## config.mk

```make
export PLATFORM = sky130hd
export DESIGN_NAME = fetch_frontend
export DESIGN_NICKNAME = d
export VERILOG_FILES = /design/src/fetch_pkg.sv /design/src/riscv_pkg.sv /design/src/fetch_control.sv /design/src/fetch_frontend.sv /design/src/fetch_stage1.sv /design/src/fetch_stage2.sv /design/src/imem.sv
export SDC_FILE = /design/constraint.sdc
export NUM_CORES = 1
export LEC_CHECK = 0
export BUFFER_PORTS_ARGS = -buffer_cell sky130_fd_sc_hd__buf_4
export CORE_ASPECT_RATIO = 1.2
export CORE_MARGIN = 1
export CORE_UTILIZATION = 40
export DETAILED_ROUTE_END_ITERATION = 10
export GPL_ROUTABILITY_DRIVEN = 0
export SLEW_MARGIN = 20
export SYNTH_ARGS = -nofsm -noshare
export SYNTH_HDL_FRONTEND = slang
export SYNTH_SLANG_ARGS = --single-unit
```

## constraint.sdc

```tcl
create_clock -name clk -period 5.3 [get_ports clk]
set_input_delay 0.53 -clock clk [delete_from_list [all_inputs] [get_ports clk]]
set_output_delay 0.53 -clock clk [all_outputs]
set_load 0.01 [all_outputs]
```

## src/imem.hex

```
// Eight 32-bit instruction words per line, word index = byte address / 4
// Words 0-7 straight code, 8 JAL +32, 16-23 straight code, 24 JAL -80, rest filler
00000013 00100093 00200113 00300193 00400213 00500293 00600313 00700393
0200006F 0BAD0024 0BAD0028 0BAD002C 0BAD0030 0BAD0034 0BAD0038 0BAD003C
00108093 00210113 00318193 00420213 00528293 00630313 00738393 00840413
FB1FF06F 0BAD0064 0BAD0068 0BAD006C 0BAD0070 0BAD0074 0BAD0078 0BAD007C
0BAD0080 0BAD0084 0BAD0088 0BAD008C 0BAD0090 0BAD0094 0BAD0098 0BAD009C
0BAD00A0 0BAD00A4 0BAD00A8 0BAD00AC 0BAD00B0 0BAD00B4 0BAD00B8 0BAD00BC
0BAD00C0 0BAD00C4 0BAD00C8 0BAD00CC 0BAD00D0 0BAD00D4 0BAD00D8 0BAD00DC
0BAD00E0 0BAD00E4 0BAD00E8 0BAD00EC 0BAD00F0 0BAD00F4 0BAD00F8 0BAD00FC

```

## src/fetch_pkg.sv

```systemverilog
`default_nettype none

package fetch_pkg;

    // First fetch address after reset
    localparam logic [31:0] RESET_PC = 32'h0000_0000;

    // Word index width into the ROM, 64 words
    localparam int IMEM_ADDR_BITS = 6;
    localparam int IMEM_WORDS     = 1 << IMEM_ADDR_BITS;

endpackage : fetch_pkg

`default_nettype wire

```

## src/riscv_pkg.sv

```systemverilog
`default_nettype none

package riscv_pkg;

    // Plain 32-bit data or instruction word
    typedef logic [31:0] word_t;

    // Byte address, instructions sit on 4-byte boundaries
    typedef logic [31:0] pc_t;

    // Major opcode of JAL
    localparam logic [6:0] OPCODE_JAL = 7'b1101111;

    // One instruction word seen either raw or split into J-type fields
    typedef union packed {
        word_t raw;
        struct packed {
            logic       imm_20;
            logic [9:0] imm_10_1;
            logic       imm_11;
            logic [7:0] imm_19_12;
            logic [4:0] rd;
            logic [6:0] opcode;
        } j;
    } instr_u;

endpackage : riscv_pkg

`default_nettype wire

```

## src/fetch_control.sv

```systemverilog
`timescale 1ns/1ps
`default_nettype none

module fetch_control (
    // Downstream handshake as seen at stage 2
    input  logic            out_valid,
    input  logic            out_ready,

    // Internal redirect from the JAL predecode
    input  logic            jal_taken,
    input  riscv_pkg::pc_t  jal_target,

    // External redirect, e.g. branch or exception from a back end
    input  logic            redirect_en,
    input  riscv_pkg::pc_t  redirect_pc,

    output logic            f1_stall,
    output logic            f1_flush,
    output logic            f2_flush,
    output logic            pc_load_en,
    output riscv_pkg::pc_t  pc_load_val
);

    always_comb begin
        f1_flush    = 1'b0;
        f2_flush    = 1'b0;
        pc_load_en  = 1'b0;
        pc_load_val = jal_target;
        // External redirect takes priority and kills both stages
        if (redirect_en) begin
            pc_load_en  = 1'b1;
            pc_load_val = redirect_pc;
            f1_flush    = 1'b1;
            f2_flush    = 1'b1;
        end else if (jal_taken) begin
            // Stage 2 empties itself as the JAL leaves
            pc_load_en = 1'b1;
            f1_flush   = 1'b1;
        end
    end

    // Held but not accepted, unless a flush overrides it
    assign f1_stall = out_valid && !out_ready && !f1_flush;

endmodule : fetch_control

`default_nettype wire

```

## src/fetch_frontend.sv

```systemverilog
`timescale 1ns/1ps
`default_nettype none

module fetch_frontend (
    input  logic              clk,
    input  logic              rst_n,

    // Redirect from the back end
    input  logic              redirect_en,
    input  riscv_pkg::pc_t    redirect_pc,

    // Instruction stream out
    input  logic              out_ready,
    output logic              out_valid,
    output riscv_pkg::pc_t    out_pc,
    output riscv_pkg::word_t  out_instr
);

    import riscv_pkg::*;

    logic  fetch_en;
    pc_t   fetch_addr;
    word_t rdata;
    logic  f1_valid;
    pc_t   f1_pc;
    logic  f1_stall;
    logic  f1_flush;
    logic  f2_flush;
    logic  pc_load_en;
    pc_t   pc_load_val;
    logic  jal_taken;
    pc_t   jal_target;

    // PC generation and ROM request
    fetch_stage1 u_stage1 (
        .clk         (clk),
        .rst_n       (rst_n),
        .pc_load_en  (pc_load_en),
        .pc_load_val (pc_load_val),
        .f1_stall    (f1_stall),
        .f1_flush    (f1_flush),
        .fetch_en    (fetch_en),
        .fetch_addr  (fetch_addr),
        .f1_valid    (f1_valid),
        .f1_pc       (f1_pc)
    );

    imem u_imem (
        .clk        (clk),
        .fetch_en   (fetch_en),
        .fetch_addr (fetch_addr),
        .rdata      (rdata)
    );

    // Output register and JAL predecode
    fetch_stage2 u_stage2 (
        .clk        (clk),
        .rst_n      (rst_n),
        .f1_valid   (f1_valid),
        .f1_pc      (f1_pc),
        .rdata      (rdata),
        .f2_flush   (f2_flush),
        .out_ready  (out_ready),
        .out_valid  (out_valid),
        .out_pc     (out_pc),
        .out_instr  (out_instr),
        .jal_taken  (jal_taken),
        .jal_target (jal_target)
    );

    // Stall, flush and PC load
    fetch_control u_control (
        .out_valid   (out_valid),
        .out_ready   (out_ready),
        .jal_taken   (jal_taken),
        .jal_target  (jal_target),
        .redirect_en (redirect_en),
        .redirect_pc (redirect_pc),
        .f1_stall    (f1_stall),
        .f1_flush    (f1_flush),
        .f2_flush    (f2_flush),
        .pc_load_en  (pc_load_en),
        .pc_load_val (pc_load_val)
    );

endmodule : fetch_frontend

`default_nettype wire

```

## src/fetch_stage1.sv

```systemverilog
`timescale 1ns/1ps
`default_nettype none

module fetch_stage1 (
    input  logic            clk,
    input  logic            rst_n,

    // PC load from control on a redirect
    input  logic            pc_load_en,
    input  riscv_pkg::pc_t  pc_load_val,

    // Hazard controls from control
    input  logic            f1_stall,
    input  logic            f1_flush,

    // Request to the instruction ROM
    output logic            fetch_en,
    output riscv_pkg::pc_t  fetch_addr,

    // To stage 2
    output logic            f1_valid,
    output riscv_pkg::pc_t  f1_pc
);

    import riscv_pkg::*;
    import fetch_pkg::*;

    logic init;
    pc_t  pc_q;
    pc_t  next_pc;

    // Init lasts one unstalled cycle so RESET_PC can reach the ROM first
    always_ff @(posedge clk) begin
        if (!rst_n) begin
            init <= 1'b1;
        end else if (!f1_stall) begin
            init <= 1'b0;
        end
    end

    // Redirect target wins over the sequential address
    always_comb begin
        if (pc_load_en) begin
            next_pc = pc_load_val;
        end else begin
            next_pc = pc_q + 32'd4;
        end
    end

    // PC moves together with the ROM address register
    always_ff @(posedge clk) begin
        if (!rst_n) begin
            pc_q <= RESET_PC;
        end else if (!f1_stall && !init) begin
            pc_q <= next_pc;
        end
    end

    // While stalled or in init the ROM must keep pointing at the current PC
    assign fetch_addr = (f1_stall || init) ? pc_q : next_pc;

    // Flush still writes the ROM address, so the new target gets fetched
    assign fetch_en = !f1_stall;

    assign f1_valid = !init && !f1_flush && !f1_stall;
    assign f1_pc    = pc_q;

endmodule : fetch_stage1

`default_nettype wire

```

## src/fetch_stage2.sv

```systemverilog
`timescale 1ns/1ps
`default_nettype none

module fetch_stage2 (
    input  logic              clk,
    input  logic              rst_n,

    // From stage 1 and the ROM, aligned in the same cycle
    input  logic              f1_valid,
    input  riscv_pkg::pc_t    f1_pc,
    input  riscv_pkg::word_t  rdata,

    // Drops the held instruction on an external redirect
    input  logic              f2_flush,

    // Downstream valid/ready
    input  logic              out_ready,
    output logic              out_valid,
    output riscv_pkg::pc_t    out_pc,
    output riscv_pkg::word_t  out_instr,

    // Redirect request for a JAL leaving this stage
    output logic              jal_taken,
    output riscv_pkg::pc_t    jal_target
);

    import riscv_pkg::*;

    instr_u instr_q;
    pc_t    jal_imm;
    logic   accept;
    logic   load;
    logic   jal_match;

    assign accept = out_valid && out_ready;

    // New entry only when the slot frees up this edge
    assign load = f1_valid && (!out_valid || out_ready);

    always_ff @(posedge clk) begin
        if (!rst_n) begin
            out_valid <= 1'b0;
        end else if (f2_flush) begin
            out_valid <= 1'b0;
        end else if (load) begin
            out_valid <= 1'b1;
        end else if (accept) begin
            out_valid <= 1'b0;
        end
    end

    // Payload held steady under back-pressure
    always_ff @(posedge clk) begin
        if (load) begin
            out_pc      <= f1_pc;
            instr_q.raw <= rdata;
        end
    end

    assign out_instr = instr_q.raw;

    // J-type immediate, sign bit is imm[20]
    assign jal_imm = {{11{instr_q.j.imm_20}}, instr_q.j.imm_20, instr_q.j.imm_19_12,
                      instr_q.j.imm_11, instr_q.j.imm_10_1, 1'b0};

    assign jal_match  = out_valid && (instr_q.j.opcode == OPCODE_JAL);
    assign jal_target = out_pc + jal_imm;

    // Redirect only once the JAL actually leaves
    assign jal_taken = jal_match && out_ready;

endmodule : fetch_stage2

`default_nettype wire

```

## src/imem.sv

```systemverilog
`timescale 1ns/1ps
`default_nettype none

module imem (
    input  logic              clk,

    // Address request from stage 1
    input  logic              fetch_en,
    input  riscv_pkg::pc_t    fetch_addr,

    // Word at the registered address
    output riscv_pkg::word_t  rdata
);

    import riscv_pkg::*;
    import fetch_pkg::*;

    word_t                     mem [IMEM_WORDS];
    logic [IMEM_ADDR_BITS-1:0] addr_q;

    // Program image
    initial begin
        $readmemh("/design/src/imem.hex", mem);
    end

    // Word index only, upper bits wrap and bits 1:0 are ignored
    always_ff @(posedge clk) begin
        if (fetch_en) begin
            addr_q <= fetch_addr[IMEM_ADDR_BITS+1:2];
        end
    end

    // Read is combinational from the registered index
    assign rdata = mem[addr_q];

endmodule : imem

`default_nettype wire

```

Word level (Yosys, flattened, before mapping)
Cells that the tools add are included. Widths: inputs -> output; s select.

Add/sub/neg operators: 2. Bitwise gates (word level): 1. Eq/ne operators: 1. Muxes and demuxes: 7. Reduce and logical (&&, ||, !) cells: 17.

Operators by type and width (number): $mux 32 (2); $add 32x3->32 const B (1); $add 32x32->32 (1); $logic_and 1x1->1 (9); $eq 7x7->1 const B (1); $logic_not 1->1 (5); $mux 1 (5); $reduce_bool 2->1 (1); $reduce_or 2->1 (1); $logic_or 1x1->1 (1); $not 1->1 (1).

Word-level logic and storage cells: 33. Bits in registers: 98. Bits of input ports: 36. Output and inout port bits: 65.

Longest topological paths before layout
Word-level depth: 11. Mapped depth: 7. Mapped depth without buffers: 6.

Modules after synthesis
A second synthesis with hierarchy kept.

Cells, all modules: 723. Area total of the unflattened synthesis: 6877.8 um^2.

By module, submodules not included: fetch_stage2 (seq. area each 1941.9 um^2, times used 1, area each 3832.4 um^2, cells an instance 347); fetch_stage1 (seq. area each 660.6 um^2, times used 1, area each 2219.6 um^2, cells an instance 303); fetch_control (seq. area each 0.0 um^2, times used 1, area each 581.8 um^2, cells an instance 40); imem (seq. area each 0.0 um^2, times used 1, area each 244.0 um^2, cells an instance 33).

Worst setup path before layout
OpenSTA, ideal clock, no wires.

Path kind: in2reg. Start point: input out_ready. End point: register u_stage2.out_pc[0], enable pin. Setup slack: 3.211 ns. Buffers on the path: 0. Stages on the path: 3. Library setup time: 0.387 ns. Required time: 4.913 ns. Arrival time: 1.703 ns. Path through: nor2b_1 > or3_2 > inv_1.

Word-level cells in the longest chain between the ends: 8. Elaborated cells on any way between the ends: 12. Those cells by class: 2 x mux; 10 x reduce/logical.

RTL lines: from (decl) (RTL line fetch_frontend.sv:13) `input logic out_ready,`; $logic_and 1x1->1 (RTL line fetch_stage2.sv:70) `assign jal_taken = jal_match && out_ready;`; $mux 1 (RTL line fetch_control.sv:35) `end else if (jal_taken) begin`; $mux 1 (RTL line fetch_control.sv:30) `if (redirect_en) begin`; $logic_not 1->1 (RTL line fetch_control.sv:43, fetch_stage1.sv:65); $logic_and 1x1->1 (RTL line fetch_control.sv:43) `assign f1_stall = out_valid && !out_ready && !f1_flush;`; $logic_not 1->1; $logic_and 1x1->1 (RTL line fetch_stage1.sv:65) `assign f1_valid = !init && !f1_flush && !f1_stall;`; $logic_and 1x1->1 (*) (RTL line fetch_stage2.sv:38) `assign load = f1_valid && (!out_valid || out_ready);`; net u_stage2.load (RTL line fetch_stage2.sv:32) `logic load;`; to (signal assigned) (RTL line fetch_stage2.sv:55) `out_pc <= f1_pc;`; to (decl) (RTL line fetch_stage2.sv:19) `output riscv_pkg::pc_t out_pc,`.

The timed path passes the listed nets; every way through them passes the cells marked *. A chain may end at the register's enable or synchronous reset.

Worst setup path in the final report
Start point: input redirect_en. End point: register u_stage1.pc_q[20] (netlist: u_stage1.f1_pc[20]).

Word-level cells in the longest chain between the ends: 5. Elaborated cells on any way between the ends: 7. Those cells by class: 3 x mux; 4 x reduce/logical.

RTL lines: from (decl) (RTL line fetch_frontend.sv:9) `input logic redirect_en,`; $mux 1 (RTL line fetch_control.sv:30); $logic_not 1->1 (RTL line fetch_control.sv:43); $logic_and 1x1->1 (RTL line fetch_control.sv:43); $logic_not 1->1; $logic_and 1x1->1 (RTL line fetch_stage1.sv:54) `end else if (!f1_stall && !init) begin`; to (signal assigned) (RTL line fetch_stage1.sv:55) `pc_q <= next_pc;`; to (decl) (RTL line fetch_stage1.sv:29) `pc_t pc_q;`.

Several ways; a longest one is shown, not always the timed one.

==> results_dict.tcl <==
set metrics [dict create \
    status "completed" \
    clock_tree.root_cell "clkbuf_8" \
    hold_viol 0 \
    cts_sinks 66 \
    ys_seq_area_share_pct 49.05 \
    clock_skew_ps 10.43 \
    grt_pass1_vias 2371 \
    relSlewSlack_pct 43.89 \
    ys_warn_count 0 \
    start_util_pct 41.28 \
    synth_commonest_cells "34 x dfxtp_1, 33 x buf_4, 32 x edfxtp_1, 32 x nand2_1, 28 x nor2_1" \
    maxCapViolCount 0 \
    worstSetupPathType "in2reg" \
    startpoint_type "primary input" \
    fp.dieH_um 102.2 \
    switchingPower_mw 0.2987 \
    powerDensity_nw_per_um2 316.5 \
    synth_compound_area_share_pct 17.46 \
    async_flop_share_pct 0 \
    grt_usage_pct 18.13 \
    clk_pin_slew_ps 80 \
    reg2reg_from "u_stage1.f1_pc[2]" \
    ant_nets 0 \
    place_ws_ps 2448 \
    hold_path_end "u_stage1.f1_pc[1]" \
    drc 0 \
    synth_top_family_by_area "simple AND/OR/NAND/NOR gates" \
    drt_wl_total_mm 7.596 \
    syn_to_final_growth_pct 20.86 \
    cts_buffers 9 \
    core_area_um2 8108 \
    reg2reg_depth 6 \
    drv_slew 0 \
    io-pin-count 101 \
    cp_slowest_stage_delay_ps 430 \
    fin_tns_setup_ps 0 \
    synth_adder_area_share_pct 0.3738 \
    period_minus_slack_ps 2508 \
    power.leakage_nw 1.634 \
    max_freq_mhz 398.7 \
    hold_class "in2reg" \
    critPathMaxFanout 52 \
    cp_cell_sequence "buf_4 -> inv_2 -> a21o_1 -> buf_4 -> nor4b_4 -> mux2_1 -> a21oi_1" \
    seqPwrFrac_pct 46.1 \
    hold_start "redirect_pc[1]" \
    whs_path_depth 3 \
    port_buffers 68 \
    yosysTopAreaCell "edfxtp_1" \
    cts-hold-fix-buffers 0 \
    rrSetupSlack_ps 3130 \
    grt_max_degree 53 \
    synth_flop_cell "dfxtp_1" \
    postSynthCellCount 339 \
    yosys.area.top_type_share_pct 28.71 \
    multiInputGateArea_um2 1468 \
    final_core_util_pct 49.89 \
    fin_nets 439 \
    seqCellArea_um2 1642 \
    arrival_ps 2790 \
    dieArea_um2 8739 \
    die_w_um 85.51 \
    ir_worst_vdd_mv 0.1327 \
    place_hpwl_mm 5.222 \
    crit_path_end_kind "register" \
    dr.first_iter.drc_count 186 \
    synthTopCellsByArea "edfxtp_1 29%, dfxtp_1 20%, buf_4 7.4%, nand2_1 3.6%, a21oi_1 3.1%" \
    cts_tree "built" \
    finalSetupViolCount 0 \
    comb_power_share_pct 10.2 \
    p_int_mw 0.9816 \
    rsz0062_at_grt "false" \
    cts_resized 0 \
    grt_pass1_wl_mm 12.16 \
    core.rowCount 36 \
    syn-cell-area_um2 3347 \
    synth_cell_types 64 \
    worst_slew_pin_slew_ps 839.9 \
    cp_slowest_cell "a21o_1" \
    synth_most_common_cell "dfxtp_1" \
    firstDrtPassIters 4 \
    drive_above_1_share_pct 25.31 \
    required_ps 5580 \
    timing.rr.end "u_stage1.f1_pc[30]" \
    postCtsSetupBuffers 0 \
    antenna_found_initial 0 \
    via_per_inst 5.412 \
    period_share_pct 47.32 \
    synth.avg_cell_area_um2 9.873 \
    wl_per_cell_um 15.13 \
    clk_latency_ps 350 \
    finalPower_mw 1.280 \
    diodes 0 \
    setup_ws_ps 2792 \
    p_clk_share_pct 43.7 \
    grt_overflow_total 0 \
    cp_common_cell "buf_4" \
    fill_cells 794 \
    p_sw_share_pct 23.33 \
    synth_edf_count 32 \
    clock_path_buffers 2 \
    yosys-mux-area-fraction_pct 1.832 \
    cts_max_level 3 \
    yosys.area_share.simple_pct 20.60 \
    synth_xor_area_share_pct 0 \
    holdWs_ps 416.5 \
    ys_seq_elements 66 \
    vias 2717 \
]
## final cells by class
type                    count  area share, %
inverters                   5         0.4640
clock buffers               9          3.062
flip-flops and latches     66          40.58
clock inverters             7          3.495
repair buffers             71          13.18
well taps                  95          2.938
multi-input cells         249          36.28
## per-layer routing
| layer | global-route usage, % | vias up | routed length [um] |
|---|---|---|---|
| met5 | 0 | - | 0 |
| met4 | 8.205 | 0 | 181 |
| met3 | 3.716 | 16 | 383 |
| met2 | 28.86 | 94 | 3569 |
| met1 | 23.90 | 1272 | 3462 |
| li1 | - | 1335 | - |
## per-stage QoR
stage | cell area (um^2) | cells
3_3_place_gp | 3780 | 486
6_report | 4045 | 502
3_5_place_dp | 3780 | 486
5_1_grt | 4045 | 502
4_1_cts | 4045 | 502
2_1_floorplan | 3463 | 370
## power groups by stage
stage,Clock [mW],Combinational (mW),Sequential (mW)
6_report,0.559,0.131,0.590
5_1_grt,0.588,0.145,0.595
4_1_cts,0.564,0.132,0.590
3_5_place_dp,0,0.131,0.602
3_3_place_gp,0,0.129,0.601
2_1_floorplan,0,0.0916,0.600
## worst max-delay path, delay by kind of cell
| kind | cells | cell delay [ps] |
|---|---|---|
| AND/OR/NAND/NOR | 1 | 340 |
| multiplexers | 1 | 360 |
| buffers and inverters | 3 | 980 |
| AO/OA/AOI/OAI | 2 | 560 |
## how the worst max path moves through the flow
stage	cells past startpoint	slack [ps]	to	start
floorplan	3	3210	u_stage2.out_pc[0]	out_ready
detailed placement	7	2450	u_stage1.f1_pc[20]	redirect_en
global route	7	2630	u_stage1.f1_pc[20]	redirect_en
CTS	7	2790	u_stage1.f1_pc[20]	redirect_en
finish	7	2790	u_stage1.f1_pc[20]	redirect_en
global placement	7	2500	u_stage1.f1_pc[20]	redirect_en
## registers in the layout, summed over array words and instances, names as in the netlist
register	count
u_stage1.f1_pc	32
u_stage1.init	1
u_stage2.out_pc	32
u_stage2.out_valid	1
## placed cells by master (no fill, tap or decap), types with 2 or more instances in the layout
cell type / instances
buf_4: 71
dfxtp_1: 34
nand2_1: 32
conb_1: 32
edfxtp_1: 32
nor2_1: 28
a21oi_1: 21
nand3_1: 15
o21ai_0: 15
and3_1: 11
nand4_1: 11
clkbuf_8: 9
a31oi_1: 7
mux2i_1: 5
inv_1: 4
a22o_1: 4
o221a_2: 4
bufinv_16: 4
nor2b_1: 3
o22ai_1: 3
nor3_1: 3
o211ai_1: 3
a211oi_1: 3
a22oi_1: 3
o31ai_1: 3
nand2b_1: 2
or3_1: 2
a21boi_0: 2
o311a_1: 2
a32oi_1: 2
nor3b_1: 2
o311ai_0: 2
## cells by family after synthesis
logic type | count (synthesis)
buffers and inverters | 55
AOI/OAI and AO/OA | 86
DFF | 66
adders and majority gates | 1
and+or+nand+nor | 124
other | 1
muxes | 6
Power figures use the tool's default switching activity.
